--- config.mk ---
export PLATFORM = sky130hd
export DESIGN_NAME = turf_host_bridge
export DESIGN_NICKNAME = d
export VERILOG_FILES = /design/src/design/turf_pkg.sv /design/src/design/mm_fifo.sv /design/src/design/mm_req_decoder.sv /design/src/design/bus_arbiter.sv /design/src/design/turf_register_core.sv /design/src/design/turf_host_bridge.sv
export SDC_FILE = /design/constraint.sdc
export NUM_CORES = 1
export LEC_CHECK = 0
export ABC_AREA = 1
export BUFFER_PORTS_ARGS = -buffer_cell sky130_fd_sc_hd__clkbuf_2
export CORE_MARGIN = 2
export CORE_UTILIZATION = 30
export CTS_BUF_LIST = sky130_fd_sc_hd__clkbuf_4
export CTS_CLUSTER_SIZE = 14
export DETAILED_ROUTE_END_ITERATION = 8
export GPL_TIMING_DRIVEN = 0
export SETUP_SLACK_MARGIN = 0.4
export SLEW_MARGIN = 30
export SYNTH_ARGS = -nofsm -noshare
export SYNTH_HDL_FRONTEND = slang
export SYNTH_SLANG_ARGS = --single-unit
--- constraint.sdc ---
create_clock -name clk -period 6.84 [get_ports clk]
set_input_delay 0.342 -clock clk [delete_from_list [all_inputs] [get_ports clk]]
set_output_delay 0.342 -clock clk [all_outputs]
set_load 0.05 [all_outputs]
--- src/design/turf_pkg.sv ---
package turf_pkg;

    // register bus widths
    localparam int ADR_W = 28;
    localparam int DAT_W = 32;

    // opcode sits above the address in the first request word
    localparam int OP_LSB = 28;

    // request opcodes, anything else is ignored by the decoder
    typedef enum logic [3:0] {
        MM_OP_READ  = 4'd1,
        MM_OP_WRITE = 4'd2
    } mm_op_e;

    // request decoder states
    typedef enum logic [1:0] {
        DEC_ADDR = 2'd0,
        DEC_DATA = 2'd1,
        DEC_BUS  = 2'd2,
        DEC_RESP = 2'd3
    } dec_state_e;

    // register map
    localparam logic [ADR_W-1:0] REG_IDENT       = 28'd0;
    localparam logic [ADR_W-1:0] REG_DATEVERSION = 28'd1;
    localparam logic [ADR_W-1:0] REG_CTRL        = 28'd2;
    localparam logic [ADR_W-1:0] REG_SCRATCH     = 28'd3;

endpackage

--- src/design/mm_fifo.sv ---
`timescale 1ns/1ps
module mm_fifo #(
    parameter int FIFO_DEPTH = 8
) (
    input  logic                      clk,
    input  logic                      reset_i,
    input  logic [turf_pkg::DAT_W-1:0] wr_data_i,
    input  logic                      wr_en_i,
    output logic                      full_o,
    output logic [turf_pkg::DAT_W-1:0] rd_data_o,
    input  logic                      rd_en_i,
    output logic                      empty_o
);

    localparam int PTR_W = (FIFO_DEPTH > 1) ? $clog2(FIFO_DEPTH) : 1;
    localparam int CNT_W = $clog2(FIFO_DEPTH + 1);

    logic [turf_pkg::DAT_W-1:0] mem [FIFO_DEPTH];
    logic [PTR_W-1:0] wr_ptr_q;
    logic [PTR_W-1:0] rd_ptr_q;
    logic [CNT_W-1:0] count_q;
    logic do_wr;
    logic do_rd;

    assign empty_o = (count_q == '0);
    assign full_o  = (count_q == CNT_W'(FIFO_DEPTH));

    // a read frees a slot in the same cycle, so full still accepts with a pop
    assign do_rd = rd_en_i && !empty_o;
    assign do_wr = wr_en_i && (!full_o || do_rd);

    // first word falls through
    assign rd_data_o = mem[rd_ptr_q];

    always_ff @(posedge clk) begin
        if (do_wr) begin
            mem[wr_ptr_q] <= wr_data_i;
        end
    end

    always_ff @(posedge clk) begin
        if (reset_i) begin
            wr_ptr_q <= '0;
            rd_ptr_q <= '0;
            count_q  <= '0;
        end else begin
            if (do_wr) begin
                wr_ptr_q <= (wr_ptr_q == PTR_W'(FIFO_DEPTH - 1)) ? '0 : wr_ptr_q + 1'b1;
            end
            if (do_rd) begin
                rd_ptr_q <= (rd_ptr_q == PTR_W'(FIFO_DEPTH - 1)) ? '0 : rd_ptr_q + 1'b1;
            end
            case ({do_wr, do_rd})
                2'b10:   count_q <= count_q + 1'b1;
                2'b01:   count_q <= count_q - 1'b1;
                default: count_q <= count_q;
            endcase
        end
    end

endmodule

--- src/design/mm_req_decoder.sv ---
`timescale 1ns/1ps
module mm_req_decoder (
    input  logic                       clk,
    input  logic                       reset_i,
    // request queue, first-word-fall-through
    input  logic [turf_pkg::DAT_W-1:0] req_data_i,
    input  logic                       req_empty_i,
    output logic                       req_rden_o,
    // register bus master
    output logic                       bus_en_o,
    output logic                       bus_wr_o,
    output logic [turf_pkg::ADR_W-1:0] bus_adr_o,
    output logic [turf_pkg::DAT_W-1:0] bus_dat_o,
    input  logic                       bus_ack_i,
    input  logic [turf_pkg::DAT_W-1:0] bus_dat_i,
    // response queue
    output logic [turf_pkg::DAT_W-1:0] resp_data_o,
    output logic                       resp_wren_o,
    input  logic                       resp_full_i
);

    turf_pkg::dec_state_e state_q;
    turf_pkg::dec_state_e state_d;
    turf_pkg::mm_op_e     op_q;
    logic [turf_pkg::ADR_W-1:0] adr_q;
    logic [turf_pkg::DAT_W-1:0] dat_q;
    logic [turf_pkg::DAT_W-1:0] resp_q;
    logic op_known;
    logic op_write;

    assign op_write = (op_q == turf_pkg::MM_OP_WRITE);
    assign op_known = op_write || (op_q == turf_pkg::MM_OP_READ);

    // both words of a pair are popped as soon as they show up
    assign req_rden_o = !req_empty_i &&
                        ((state_q == turf_pkg::DEC_ADDR) || (state_q == turf_pkg::DEC_DATA));

    assign bus_en_o  = (state_q == turf_pkg::DEC_BUS);
    assign bus_wr_o  = op_write;
    assign bus_adr_o = adr_q;
    assign bus_dat_o = dat_q;

    // response waits here while the queue is full
    assign resp_wren_o = (state_q == turf_pkg::DEC_RESP) && !resp_full_i;
    assign resp_data_o = resp_q;

    always_comb begin
        state_d = state_q;
        case (state_q)
            turf_pkg::DEC_ADDR: begin
                if (!req_empty_i) begin
                    state_d = turf_pkg::DEC_DATA;
                end
            end
            turf_pkg::DEC_DATA: begin
                if (!req_empty_i) begin
                    // unknown opcode: pair consumed, nothing else
                    state_d = op_known ? turf_pkg::DEC_BUS : turf_pkg::DEC_ADDR;
                end
            end
            turf_pkg::DEC_BUS: begin
                if (bus_ack_i) begin
                    state_d = op_write ? turf_pkg::DEC_ADDR : turf_pkg::DEC_RESP;
                end
            end
            turf_pkg::DEC_RESP: begin
                if (!resp_full_i) begin
                    state_d = turf_pkg::DEC_ADDR;
                end
            end
            default: state_d = turf_pkg::DEC_ADDR;
        endcase
    end

    always_ff @(posedge clk) begin
        if (reset_i) begin
            state_q <= turf_pkg::DEC_ADDR;
        end else begin
            state_q <= state_d;
        end
    end

    // captured words of the pair and the read result
    always_ff @(posedge clk) begin
        if (state_q == turf_pkg::DEC_ADDR && !req_empty_i) begin
            op_q  <= turf_pkg::mm_op_e'(req_data_i[turf_pkg::DAT_W-1:turf_pkg::OP_LSB]);
            adr_q <= req_data_i[turf_pkg::ADR_W-1:0];
        end
        if (state_q == turf_pkg::DEC_DATA && !req_empty_i) begin
            dat_q <= req_data_i;
        end
        if (state_q == turf_pkg::DEC_BUS && bus_ack_i) begin
            resp_q <= bus_dat_i;
        end
    end

endmodule

--- src/design/bus_arbiter.sv ---
`timescale 1ns/1ps
module bus_arbiter (
    input  logic                       clk,
    input  logic                       reset_i,
    // master 0
    input  logic                       m0_en_i,
    input  logic                       m0_wr_i,
    input  logic [turf_pkg::ADR_W-1:0] m0_adr_i,
    input  logic [turf_pkg::DAT_W-1:0] m0_dat_i,
    output logic                       m0_ack_o,
    output logic [turf_pkg::DAT_W-1:0] m0_dat_o,
    // master 1
    input  logic                       m1_en_i,
    input  logic                       m1_wr_i,
    input  logic [turf_pkg::ADR_W-1:0] m1_adr_i,
    input  logic [turf_pkg::DAT_W-1:0] m1_dat_i,
    output logic                       m1_ack_o,
    output logic [turf_pkg::DAT_W-1:0] m1_dat_o,
    // shared slave side
    output logic                       s_en_o,
    output logic                       s_wr_o,
    output logic [turf_pkg::ADR_W-1:0] s_adr_o,
    output logic [turf_pkg::DAT_W-1:0] s_dat_o,
    input  logic                       s_ack_i,
    input  logic [turf_pkg::DAT_W-1:0] s_dat_i
);

    logic busy_q;
    logic grant_q;
    logic last_q;
    logic pick;

    // on a tie, serve whoever did not go last
    assign pick = (m0_en_i && m1_en_i) ? !last_q : m1_en_i;

    assign s_en_o  = busy_q && (grant_q ? m1_en_i : m0_en_i);
    assign s_wr_o  = grant_q ? m1_wr_i  : m0_wr_i;
    assign s_adr_o = grant_q ? m1_adr_i : m0_adr_i;
    assign s_dat_o = grant_q ? m1_dat_i : m0_dat_i;

    assign m0_ack_o = busy_q && !grant_q && s_ack_i;
    assign m1_ack_o = busy_q && grant_q && s_ack_i;
    assign m0_dat_o = (busy_q && !grant_q) ? s_dat_i : '0;
    assign m1_dat_o = (busy_q && grant_q) ? s_dat_i : '0;

    always_ff @(posedge clk) begin
        if (reset_i) begin
            busy_q  <= 1'b0;
            grant_q <= 1'b0;
            // external master (0) wins the first tie
            last_q  <= 1'b1;
        end else if (!busy_q) begin
            if (m0_en_i || m1_en_i) begin
                busy_q  <= 1'b1;
                grant_q <= pick;
                last_q  <= pick;
            end
        end else if (s_ack_i) begin
            busy_q <= 1'b0;
        end
    end

endmodule

--- src/design/turf_register_core.sv ---
`timescale 1ns/1ps
module turf_register_core #(
    parameter logic [31:0] IDENT       = "TFSM",
    parameter logic [31:0] DATEVERSION = 32'h0000_0007
) (
    input  logic                       clk,
    input  logic                       reset_i,
    input  logic                       en_i,
    input  logic                       wr_i,
    input  logic [turf_pkg::ADR_W-1:0] adr_i,
    input  logic [turf_pkg::DAT_W-1:0] dat_i,
    output logic                       ack_o,
    output logic [turf_pkg::DAT_W-1:0] dat_o,
    output logic [turf_pkg::DAT_W-1:0] ctrl_o
);

    logic ack_q;
    logic [turf_pkg::DAT_W-1:0] ctrl_q;
    logic [turf_pkg::DAT_W-1:0] scratch_q;
    logic access;

    // en is still high in the ack cycle, so skip that one
    assign access = en_i && !ack_q;

    always_ff @(posedge clk) begin
        if (reset_i) begin
            ack_q     <= 1'b0;
            ctrl_q    <= '0;
            scratch_q <= '0;
        end else begin
            ack_q <= access;
            if (access && wr_i) begin
                if (adr_i == turf_pkg::REG_CTRL) begin
                    ctrl_q <= dat_i;
                end
                if (adr_i == turf_pkg::REG_SCRATCH) begin
                    scratch_q <= dat_i;
                end
            end
        end
    end

    // read mux, address is held through the ack cycle
    always_comb begin
        case (adr_i)
            turf_pkg::REG_IDENT:       dat_o = IDENT;
            turf_pkg::REG_DATEVERSION: dat_o = DATEVERSION;
            turf_pkg::REG_CTRL:        dat_o = ctrl_q;
            turf_pkg::REG_SCRATCH:     dat_o = scratch_q;
            default:                   dat_o = '0;
        endcase
    end

    assign ack_o  = ack_q;
    assign ctrl_o = ctrl_q;

endmodule

--- src/design/turf_host_bridge.sv ---
`timescale 1ns/1ps
module turf_host_bridge #(
    parameter int          FIFO_DEPTH    = 8,
    parameter logic [31:0] IDENT         = "TFSM",
    parameter logic [3:0]  VER_MAJOR     = 4'd0,
    parameter logic [3:0]  VER_MINOR     = 4'd0,
    parameter logic [7:0]  VER_REV       = 8'd7,
    parameter logic [15:0] FIRMWARE_DATE = 16'h0000
) (
    input  logic                       clk,
    input  logic                       reset_i,
    // host request queue
    input  logic [turf_pkg::DAT_W-1:0] req_data_i,
    input  logic                       req_wren_i,
    output logic                       req_full_o,
    // host response queue
    output logic [turf_pkg::DAT_W-1:0] resp_data_o,
    input  logic                       resp_rden_i,
    output logic                       resp_empty_o,
    // external bus master, stands in for the udp control path
    input  logic                       ext_en_i,
    input  logic                       ext_wr_i,
    input  logic [turf_pkg::ADR_W-1:0] ext_adr_i,
    input  logic [turf_pkg::DAT_W-1:0] ext_dat_i,
    output logic                       ext_ack_o,
    output logic [turf_pkg::DAT_W-1:0] ext_dat_o,
    output logic [turf_pkg::DAT_W-1:0] ctrl_o
);

    // date in the top half, major.minor.rev below
    localparam logic [31:0] DATEVERSION = {FIRMWARE_DATE, VER_MAJOR, VER_MINOR, VER_REV};

    logic [turf_pkg::DAT_W-1:0] req_word;
    logic                       req_empty;
    logic                       req_rden;
    logic [turf_pkg::DAT_W-1:0] resp_word;
    logic                       resp_wren;
    logic                       resp_full;

    // decoder side of the bus
    logic                       dec_en;
    logic                       dec_wr;
    logic [turf_pkg::ADR_W-1:0] dec_adr;
    logic [turf_pkg::DAT_W-1:0] dec_wdat;
    logic                       dec_ack;
    logic [turf_pkg::DAT_W-1:0] dec_rdat;

    // core side of the bus
    logic                       en;
    logic                       wr;
    logic [turf_pkg::ADR_W-1:0] adr;
    logic [turf_pkg::DAT_W-1:0] dat_out;
    logic                       ack;
    logic [turf_pkg::DAT_W-1:0] dat_in;

    mm_fifo #(.FIFO_DEPTH(FIFO_DEPTH)) u_req_fifo (
        .clk(clk), .reset_i(reset_i),
        .wr_data_i(req_data_i), .wr_en_i(req_wren_i), .full_o(req_full_o),
        .rd_data_o(req_word), .rd_en_i(req_rden), .empty_o(req_empty)
    );

    mm_req_decoder u_decoder (
        .clk(clk), .reset_i(reset_i),
        .req_data_i(req_word), .req_empty_i(req_empty), .req_rden_o(req_rden),
        .bus_en_o(dec_en), .bus_wr_o(dec_wr), .bus_adr_o(dec_adr), .bus_dat_o(dec_wdat),
        .bus_ack_i(dec_ack), .bus_dat_i(dec_rdat),
        .resp_data_o(resp_word), .resp_wren_o(resp_wren), .resp_full_i(resp_full)
    );

    mm_fifo #(.FIFO_DEPTH(FIFO_DEPTH)) u_resp_fifo (
        .clk(clk), .reset_i(reset_i),
        .wr_data_i(resp_word), .wr_en_i(resp_wren), .full_o(resp_full),
        .rd_data_o(resp_data_o), .rd_en_i(resp_rden_i), .empty_o(resp_empty_o)
    );

    // external port is master 0, decoder is master 1
    bus_arbiter u_arbiter (
        .clk(clk), .reset_i(reset_i),
        .m0_en_i(ext_en_i), .m0_wr_i(ext_wr_i), .m0_adr_i(ext_adr_i), .m0_dat_i(ext_dat_i),
        .m0_ack_o(ext_ack_o), .m0_dat_o(ext_dat_o),
        .m1_en_i(dec_en), .m1_wr_i(dec_wr), .m1_adr_i(dec_adr), .m1_dat_i(dec_wdat),
        .m1_ack_o(dec_ack), .m1_dat_o(dec_rdat),
        .s_en_o(en), .s_wr_o(wr), .s_adr_o(adr), .s_dat_o(dat_out),
        .s_ack_i(ack), .s_dat_i(dat_in)
    );

    turf_register_core #(.IDENT(IDENT), .DATEVERSION(DATEVERSION)) u_registers (
        .clk(clk), .reset_i(reset_i),
        .en_i(en), .wr_i(wr), .adr_i(adr), .dat_i(dat_out),
        .ack_o(ack), .dat_o(dat_in), .ctrl_o(ctrl_o)
    );

endmodule

Word level (Yosys, flattened, before mapping). Memory sizes are Yosys's and may differ from the RTL's. A register that Yosys moved wholly into a read port is not among the register bits. Cells that the tools add are included. Widths: inputs -> output; s select.

Flip-flop bits (word level): 186. RAM bits: 512. Input port bits: 98. Output and inout bits: 99. Word-level logic and storage cells: 120. Memories: 2.

Memories: u_req_fifo.mem (depth 8, bits a word 32, read ports 1, clocked after memory_dff 1, write ports 1, RTL line mm_fifo.sv:18) `logic [turf_pkg::DAT_W-1:0] mem [FIFO_DEPTH];`; u_resp_fifo.mem (depth 8, bits a word 32, read ports 1, clocked after memory_dff 1, write ports 1, RTL line mm_fifo.sv:18).

$add $sub $neg: 8. Eq/ne operators: 22. Muxes and demuxes: 31. Bitwise operators: 1. Reduce and logical (&&, ||, !) cells: 39.

Operator list (number): $pmux 32 s4 (1); $mux 32 (2); $eq 28x2->1 const B (2); $eq 28x1->1 const B (1); $logic_not 28->1 (1); $mux 28 (1); $mux 3 (8); $logic_and 1x1->1 (17); $pmux 4 s2 (2); $add 3x1->3 const B (4); $eq 3x3->1 const B (4); $mux 2 (6); $mux 1 (10); $add 4x1->4 const B (2); $eq 2x2->1 const B (4); $eq 4x4->1 const B (2); $logic_not 4->1 (2); $ne 2x2->1 const B (4); $pmux 2 s4 (1); $sub 4x1->4 const B (2); $logic_not 1->1 (7); $eq 2x1->1 const B (3); $reduce_and 2->1 (3); $logic_or 1x1->1 (5); other kinds (6) (7).

Longest topological paths before layout. Gate-level depths: netlist (run 1).

Depth in word-level cells: 8. Mapped depth: 14. Mapped depth without buffers: 14.

Modules after synthesis. Synthesis (run 1) repeated with hierarchy kept, for this count alone.

Cell total of the unflattened synthesis: 2364. Area, all modules: 29168.0 µm².

By module, submodules not included: mm_fifo (instances 2, cells each 746, area each 10563.9 µm², sequential area each 7947.6 µm²); turf_register_core (instances 1, cells each 539, area each 3378.2 µm², sequential area each 1301.2 µm²); mm_req_decoder (instances 1, cells each 141, area each 3111.7 µm², sequential area each 2922.8 µm²); bus_arbiter (instances 1, cells each 192, area each 1550.2 µm², sequential area each 60.1 µm²).

Least setup slack after synthesis (run 1). Ideal clock, no wire load.

Path kind: register to register. Start: register u_resp_fifo.count_q[0]. End: memory u_resp_fifo.mem[1][0] in the netlist's numbering (enable). Library setup time: 0.421 ns. Data arrival time: 2.218 ns. Required time: 6.419 ns. Slack: 4.201 ns. Cell stages (with the launch flop): 7. Path buffers: 0. Clock period less this slack: 2.639 ns. Cells stage by stage: dfxtp_1 -> nor2_1 -> nand3_1 -> nand2_1 -> nor2_1 -> inv_1 -> nor2_1.

Longest elaborated chain between the ends: 7. Elaborated cells between the ends (all ways): 10. Classes of those cells: eq/ne: 1; mux: 2; reduce/logical: 7.

Ends and longest elaborated chain: start: declaration (RTL line mm_fifo.sv:21) `logic [CNT_W-1:0] count_q;`; start signal: assignment (RTL line mm_fifo.sv:54) `2'b10: count_q <= count_q + 1'b1;`; start signal: assignment (RTL line mm_fifo.sv:55) `2'b01: count_q <= count_q - 1'b1;`; start signal: assignment (RTL line mm_fifo.sv:56) `default: count_q <= count_q;`; $logic_not 4->1 (RTL line mm_fifo.sv:25) `assign empty_o = (count_q == '0);`; $logic_not 1->1 (RTL line mm_fifo.sv:29) `assign do_rd = rd_en_i && !empty_o;`; $logic_and 1x1->1 (RTL line mm_fifo.sv:29); $logic_or 1x1->1 (RTL line mm_fifo.sv:30) `assign do_wr = wr_en_i && (!full_o || do_rd);`; $logic_and 1x1->1 * (RTL line mm_fifo.sv:30); $mux 1 * (RTL line mm_fifo.sv:36) `if (do_wr) begin`; $mux 1 (not written as such) * (RTL line mm_fifo.sv:37) `mem[wr_ptr_q] <= wr_data_i;`; end: declaration (RTL line mm_fifo.sv:18).

Every way passes the cells marked *; elsewhere a longest branch is shown, timed or not.

Worst setup path in the final report (run 1).
Start: register u_arbiter.grant_q. End: output ext_dat_o[10] in the netlist's numbering.

Longest elaborated chain between the ends: 4. Elaborated cells between the ends (all ways): 9. Classes of those cells: eq/ne: 3; mux: 3; reduce/logical: 3.

Ends and longest elaborated chain: start: declaration (RTL line bus_arbiter.sv:29) `logic grant_q;`; start signal: assignment (RTL line bus_arbiter.sv:55) `grant_q <= pick;`; $mux 28 (RTL line bus_arbiter.sv:38) `assign s_adr_o = grant_q ? m1_adr_i : m0_adr_i;`; $eq 28x2->1 (tied with other cells) (RTL line turf_register_core.sv:45) `case (adr_i)`; $pmux 32 s4 (RTL line turf_register_core.sv:45); $mux 32 * (RTL line bus_arbiter.sv:43) `assign m0_dat_o = (busy_q && !grant_q) ? s_dat_i : '0;`; end: declaration (RTL line turf_host_bridge.sv:26) `output logic [turf_pkg::DAT_W-1:0] ext_dat_o,`.

Marks and branches as above.

==> results of run 1 <==
-- sequential cells by signal (all words and copies together) (netlist names), 4 cells and up, named ones only --
signal	flops
u_decoder.bus_dat_o	32
u_registers.scratch_q	32
u_resp_fifo.count_q	4
u_decoder.resp_data_o	32
u_decoder.bus_adr_o	28
u_decoder.op_q	4
u_registers.ctrl_o	32
u_req_fifo.mem	256
u_req_fifo.count_q	4
u_resp_fifo.mem	256
-- synthesized netlist by cell type (all sizes together) --
cell    instances  area, sq um
a211oi          1         7.51
fa              1         20.0
inv           203          762
or2             1         6.26
a21oi          47          235
nand3          34          180
nand3b          4         30.0
mux2i          32          320
o21a            1         7.51
o211a           4         40.0
xor2            2         17.5
buf            73          415
nand4         130          813
nor2          610         2300
dfxtp          96         1920
clkinv          2         7.51
o21ai         277         1390
a31oi          64          400
a22oi           2         15.0
o22ai          64          400
ha             13          163
o211ai          1         7.51
xnor2           1         8.76
nand2         227          860
clkbuf         88          330
nor3            4         20.0
edfxtp        608        18300
-- per-layer routing --
layer  routed length (microns)  GRT usage [%]
met4                      1900           5.37
met5                         0              0
met2                     39800           27.4
met1                     36200           22.2
met3                      7840           4.60
-- cell type report --
cell class / instances / share of cell area, %
well taps: 1265 / 4.51
repair buffers: 285 / 6.42
diodes: 4 / 0.0285
inverters: 205 / 2.19
clock inverters: 44 / 0.973
multi-input cells: 1520 / 21.0
flip-flops and latches: 704 / 57.5
plain buffers: 161 / 2.12
clock buffers: 246 / 5.26
-- what timing repair did --
action	4_1_cts	5_1_grt
endpoints found under the hold margin	339	0
hold buffers	68	0
buffers inserted	0	0
-- per-stage QoR --
step                utilization, %  hold slack, ns  cell area (sq um)  setup WS, ns  instances
CTS                           36.8          0.0220              35100          2.69       4430
finish                        36.8           0.124              35100          2.73       4434
global route                  36.8          0.0913              35100          2.41       4432
detailed placement            33.8           0.446              32200          3.69       4072
floorplan                        -           0.429              28900          4.20       2590
global placement              33.0           0.437              31500          2.59       4050
-- worst max-delay path by stage --
stage	end	cells past startpoint	slack, ns
2_1_floorplan	u_resp_fifo.mem[1][0]	6	4.20
3_3_place_gp	u_resp_fifo.mem[1][24]	6	2.59
3_5_place_dp	ext_dat_o[11]	11	3.69
4_1_cts	ext_dat_o[11]	11	2.69
5_1_grt	ext_dat_o[15]	11	2.41
6_report	ext_dat_o[10]	11	2.73
-- critical path, delay by kind of cell, from the launching register on --
| kind | cells | cell delay (ns) |
|---|---|---|
| compound gates | 1 | 0.48 |
| buf+inv | 5 | 1.19 |
| flops | 1 | 0.30 |
| simple gates | 5 | 0.90 |
-- logic make-up (layout without fill, tap and decap cells) --
| logic type | after synthesis | after routing | share of synthesized area (%) |
|---|---|---|---|
| DFF | 704 | 704 | 69.7 |
| AOI/OAI and AO/OA | 461 | 461 | 8.64 |
| muxes | 32 | 32 | 1.11 |
| other | 0 | 4 | 0 |
| xor gates and xnor gates | 3 | 3 | 0.0908 |
| buffers and inverters | 366 | 941 | 5.24 |
| adders and majority gates | 14 | 14 | 0.631 |
| and+or+nand+nor | 1010 | 1010 | 14.6 |
-- power breakdown --
| group | internal, uW | leakage [uW] | total, uW | switching, uW |
|---|---|---|---|---|
| combinational | 940 | 0.00526 | 3640 | 2700 |
| sequential | 5050 | 0.00701 | 5170 | 112 |
| clock | 1870 | 0.00129 | 3530 | 1670 |
==> metrics.log, run 1 <==
[metrics] Final Skew: 0.0623 ns
[metrics] latest clock arrival within the worst-skew pair: 0.95 ns
[metrics] number of nets still failing antenna checks after routing: 0
[metrics] net count reported at finish: 3,158
[metrics] global placement routability congestion: 0.868
[metrics] Setup Viol. Count Final: 0
[metrics] setup slack of the worst register-to-register path: 4.16 ns
[metrics] HP Start: ext_adr_i[10]
[metrics] worst hold path endpoint: u_registers.scratch_q[0]
[metrics] DP HPWL: 61,700 microns
[metrics] number of buffers added by the clock tree synthesis step: 169
[metrics] most frequent standard cell in the layout excluding fill and tap cells: edfxtp_1
[metrics] via/cell ratio: 4.73
[metrics] vias in the first global route: 20,100
[metrics] 1st-iter DRT viols: 2,241
[metrics] Area Growth Syn to Fin: 21.4%
[metrics] class of the tightest hold or removal check: in2reg
[metrics] number of nets produced by synthesis: 2,702
[metrics] max-slew violation count: 0
[metrics] final cycle utilization of the critical path: 60.1%
[metrics] global-route wire length before repair: 125,000 microns
[metrics] H-tree level count: 4
[metrics] Data arrival, critical path: 3.77 ns
[metrics] share of cells above drive strength 1: 18.2%
[metrics] clk sinks: 704
[metrics] maximum root-to-sink buffer count: 3
[metrics] Storage cell area: 20,200 sq um
[metrics] WL per Instance: 19.3 microns
[metrics] Slowest-stage cell, CP: a21oi_1
[metrics] startpoint type of the worst setup path: flip-flop
[metrics] maximum number of pins on one net before global-route repair: 24
[metrics] height of the chip: 315 microns
[metrics] maximum fanout encountered on the critical timing path: 10
[metrics] delay of the slowest cell on the worst path: 0.48 ns
[metrics] # fillers: 9,461
[metrics] power density over cell area: 352 nW/um^2
[metrics] result of the run: finished, final reports clean
[metrics] Post-Synthesis Cell Area: 28,900 sq um
[metrics] Seq cells post-synth: 704
[metrics] standard cell core area: 95,300 sq um
[metrics] clock-pin slew on the worst setup and hold paths: 0.07 ns
[metrics] multi-input combinational cell area: 7380 sq um
[metrics] kind of end point of the critical path: primary output
[metrics] static leakage: 0.0136 uW
[metrics] Critical R2R Capture: u_decoder.bus_adr_o[27]
[metrics] number of distinct library cells after synthesis: 34
[metrics] total routing resource utilization after global routing: 17.0%
[metrics] number of cells upsized or downsized after cts: 0
[metrics] Syn. warnings: 0
[metrics] number of antenna violations at the first check in global routing: 4
[metrics] overall overflow remaining after global route: 0
[metrics] required time at the worst-slack endpoint: 6.50 ns
[metrics] worst-path cell chain: buf_4 > nor2_1 > inv_1 > nor2_1 > nand2_1 > nand2_1 > buf_2 > buf_2 > nand4_1 > a21oi_1 > clkbuf_2
[metrics] number of remaining DRC errors: 0
[metrics] Hold Violations, Final: 0
[metrics] highest ir drop seen on vdd: 0.000193 V
[metrics] RSZ-0062 raised after global routing: no
[metrics] root buffer selected by CTS: clkbuf_4
[metrics] Via Count: 21,000
[metrics] Max-slew headroom: 47.8%
[metrics] Die Width: 315 microns
[metrics] max-cap violations: 0
[metrics] number of cells on the worst hold path: 8
[metrics] die outline area: 99,000 sq um
[metrics] highest-count cells in the layout ignoring fill and taps: edfxtp_1 (608), nor2_1 (586), o21ai_0 (277), clkbuf_4 (246), nand2_1 (224)
[metrics] number of standard-cell rows in the floorplan: 113
[metrics] sequential share of the synthesized area: 69.7%
[metrics] Starting Density: 30.4%
[metrics] number of port buffers: 195
[metrics] highest clock rate: 0.243 GHz
[metrics] Worst Max-Slew Pin Slew: 0.782 ns
[metrics] Detailed Routing Iterations Pass 1: 6
[metrics] routed wire length: 85,800 microns
[metrics] CTS tree: done
[metrics] Syn Area/Cell: 11.2 sq um
[metrics] first element of the critical path: u_arbiter.grant_q
[metrics] kind of critical path: reg2out
[metrics] PnR Total Power: 12,300 uW
[metrics] Final min period: 4.11 ns
[metrics] count of pins on the block boundary: 197
[metrics] post-synthesis instance total: 2,590
[metrics] Worst Reg2Reg Path Length in Cells: 7
[metrics] Total Negative Setup Slacks: 0 ns
Note: power is estimated with default switching activity, not from simulation.
==> run 2: changes to the inputs <==
- clock period: 6.84 -> 3.9 ns (I/O delays scaled with it)
==> run 2 against run 1 <==
Sequential share of layout area shrank 0.93 points. Wire length up 0.35%. Hold slack worse by 0.095 ns. First-iteration DRC count down 2.7%. Critical path type is now in2out. Largest cell class unchanged. Largest power group unchanged.
==> metrics.log, run 2 (synthesis gave the netlist of run 1 again) <==
[metrics] result of the run: finished, final reports clean (unchanged)
[metrics] Critical path buffers and inverters: 6 (was 5)
[metrics] Worst Max-Slew Pin Slew: 0.927 ns (was 0.782 ns)
[metrics] required time at the worst-slack endpoint: 3.70 ns (was 6.50 ns)
[metrics] global-route wire length before repair: 125,000 microns (about the same)
[metrics] vias in the first global route: 20,100 (about the same)
[metrics] routed wire length: 86,100 microns (was 85,800 microns)
[metrics] maximum number of pins on one net before global-route repair: 24 (unchanged)
[metrics] number of antenna violations at the first check in global routing: 4 (unchanged)
[metrics] overall overflow remaining after global route: 0 (unchanged)
[metrics] Hold Violations, Final: 0 (unchanged)
[metrics] Data arrival, critical path: 3.21 ns (was 3.77 ns)
[metrics] number of port buffers: 195 (unchanged)
[metrics] Via Count: 21,100 (was 21,000)
[metrics] total routing resource utilization after global routing: 17.0% (about the same)
[metrics] count of pins on the block boundary: 197 (unchanged)
[metrics] CTS tree: done (unchanged)
[metrics] RSZ-0062 raised after global routing: yes (was no)
[metrics] Detailed Routing Iterations Pass 1: 7 (was 6)
[metrics] most frequent standard cell in the layout excluding fill and tap cells: edfxtp_1 (unchanged)
[metrics] clk sinks: 704 (unchanged)
[metrics] worst hold margin: 0.0297 ns (was 0.124 ns)
[metrics] Final Skew: 0.0543 ns (was 0.0623 ns)
[metrics] Starting Density: 30.4% (unchanged)
[metrics] highest-count cells in the layout ignoring fill and taps: edfxtp_1 (608), nor2_1 (581), o21ai_0 (277), clkbuf_4 (264), nand2_1 (220) (was edfxtp_1 (608), nor2_1 (586), o21ai_0 (277), clkbuf_4 (246), nand2_1 (224))
[metrics] final cycle utilization of the critical path: 87.3%
[metrics] maximum fanout encountered on the critical timing path: 10 (unchanged)
[metrics] die outline area: 99,000 sq um (unchanged)
[metrics] root buffer selected by CTS: clkbuf_4 (unchanged)
[metrics] Slowest-stage cell, CP: dlygate4sd3_1 (was a21oi_1)
[metrics] Area Growth Syn to Fin: 23.4% (was 21.4%)
[metrics] max-cap violations: 0 (unchanged)
[metrics] power density over cell area: 609 nW/um^2 (was 352 nW/um^2)
[metrics] Final min period: 3.40 ns
[metrics] via/cell ratio: 4.73 (about the same)
[metrics] static leakage: 0.0137 uW (was 0.0136 uW)
[metrics] number of standard-cell rows in the floorplan: 113 (unchanged)
[metrics] maximum root-to-sink buffer count: 3 (unchanged)
[metrics] startpoint type of the worst setup path: primary input (was flip-flop)
[metrics] worst-path cell chain: dlygate4sd3_1 > clkbuf_2 > nor2_1 > dlygate4sd3_1 > nand2_1 > nand2_2 > nand3_1 > nor2_4 > buf_4 > nand4_1 > nand3_1 > nand2_1 > inv_1 > buf_4 (was buf_4 > nor2_1 > inv_1 > nor2_1 > nand2_1 > nand2_1 > buf_2 > buf_2 > nand4_1 > a21oi_1 > clkbuf_2)
[metrics] clock-pin slew on the worst setup and hold paths: 0.07 ns (about the same)
[metrics] Setup Viol. Count Final: 0 (unchanged)
[metrics] global placement routability congestion: 0.868 (unchanged)
[metrics] WL per Instance: 19.3 microns (about the same)
[metrics] height of the chip: 315 microns (unchanged)
[metrics] max-slew violation count: 0 (unchanged)
[metrics] Largest regs: u_req_fifo.mem: 256 flops, u_resp_fifo.mem: 256 flops (unchanged)
[metrics] Die Width: 315 microns (unchanged)
[metrics] H-tree level count: 4 (unchanged)
[metrics] net count reported at finish: 3,172 (was 3,158)
[metrics] kind of critical path: in2out (was reg2out)
[metrics] number of remaining DRC errors: 0 (unchanged)
[metrics] delay of the slowest cell on the worst path: 0.66 ns (was 0.48 ns)
[metrics] 1st-iter DRT viols: 2,181 (was 2,241)
[metrics] latest clock arrival within the worst-skew pair: 0.96 ns (was 0.95 ns)
[metrics] DP HPWL: 61,700 microns (unchanged)
[metrics] number of buffers added by the clock tree synthesis step: 169 (unchanged)
[metrics] share of cells above drive strength 1: 19.8% (was 18.2%)
[metrics] Total Negative Setup Slacks: 0 ns (unchanged)
[metrics] highest clock rate: 0.294 GHz
[metrics] number of nets still failing antenna checks after routing: 0 (unchanged)
[metrics] Max-slew headroom: 38.2% (was 47.8%)
[metrics] class of the tightest hold or removal check: in2reg (unchanged)
[metrics] highest ir drop seen on vdd: 0.000304 V (was 0.000193 V)
[metrics] standard cell core area: 95,300 sq um (unchanged)
[metrics] category of cells accounting for the largest share of critical-path delay: buffers and inverters (unchanged)
[metrics] kind of end point of the critical path: primary output (unchanged)
==> run 2: cell count changes in the layout (fill, tap and decap cells not counted), sizes merged <==
cell / delta
buf: +19
clkbuf: -16
diode: +1
dlygate4sd3: +11
==> run 2: cell type report <==
class | instances | area [sq um]
fillers | 9413 | 59600
flip-flops and latches | 704 | 20200
multi-input cells | 1520 | 7590
repair buffers | 299 | 2540
clock buffers | 246 | 1850
well taps | 1265 | 1580
plain buffers | 161 | 822
inverters | 205 | 769
clock inverters | 44 | 342
diodes | 5 | 12.5
==> run 2: final timing paths <==
kind,to,cells past startpoint,slack (ns),start
min,u_registers.scratch_q[0],8,0.03,ext_adr_i[5]
min reg2reg,u_arbiter.last_q,2,0.46,u_arbiter.last_q
max,ext_dat_o[9],14,0.50,ext_adr_i[3]
max reg2reg,u_registers.scratch_q[21],13,0.87,u_arbiter.grant_q
==> run 2: through the flow <==
step / util [%] / cell area, sq um / power (uW) / std cells / setup WS, ns
after floorplan: - / 28900 / 13300 / 2590 / 1.26
after global placement: 33.0 / 31500 / 15400 / 4050 / -0.346
after detailed placement: 33.8 / 32200 / 15600 / 4072 / 0.900
after CTS: 37.3 / 35500 / 21900 / 4441 / 0.403
after global routing: 37.4 / 35700 / 22900 / 4447 / 0.349
final: 37.5 / 35700 / 21800 / 4449 / 0.495
==> run 2: layer usage <==
layer	GRT usage (%)	wire, microns	vias to the layer above
li1	-	-	10100
met2	27.5	40100	912
met4	5.32	1890	0
met1	22.4	35900	9907
met5	0	0	-
met3	4.40	8230	128
==> run 2: tightest hold or removal path, stage by stage <==
cell      delay [ns]
clkbuf_2        0.07
nand3b_1        0.18
nand2_2         0.11
nand3_1         0.09
nor2_2          0.08
nand4_1         0.07
nand2_1         0.05
nor2_1          0.07
==> run 2: power breakdown <==
group	internal, uW	switching, uW	total, uW
sequential	8870	199	9070
combinational	1700	4780	6480
clock	3280	2920	6200
==> run 2: repair_timing <==
action / CTS / global route
hold endpoints to repair: 342 / 0
hold buffers: 79 / 0
resized for setup: 93 / 69
cloned: 0 / 0
setup endpoints to repair: 57 / 48
buffers inserted: 0 / 3
pin swaps: 1 / 15
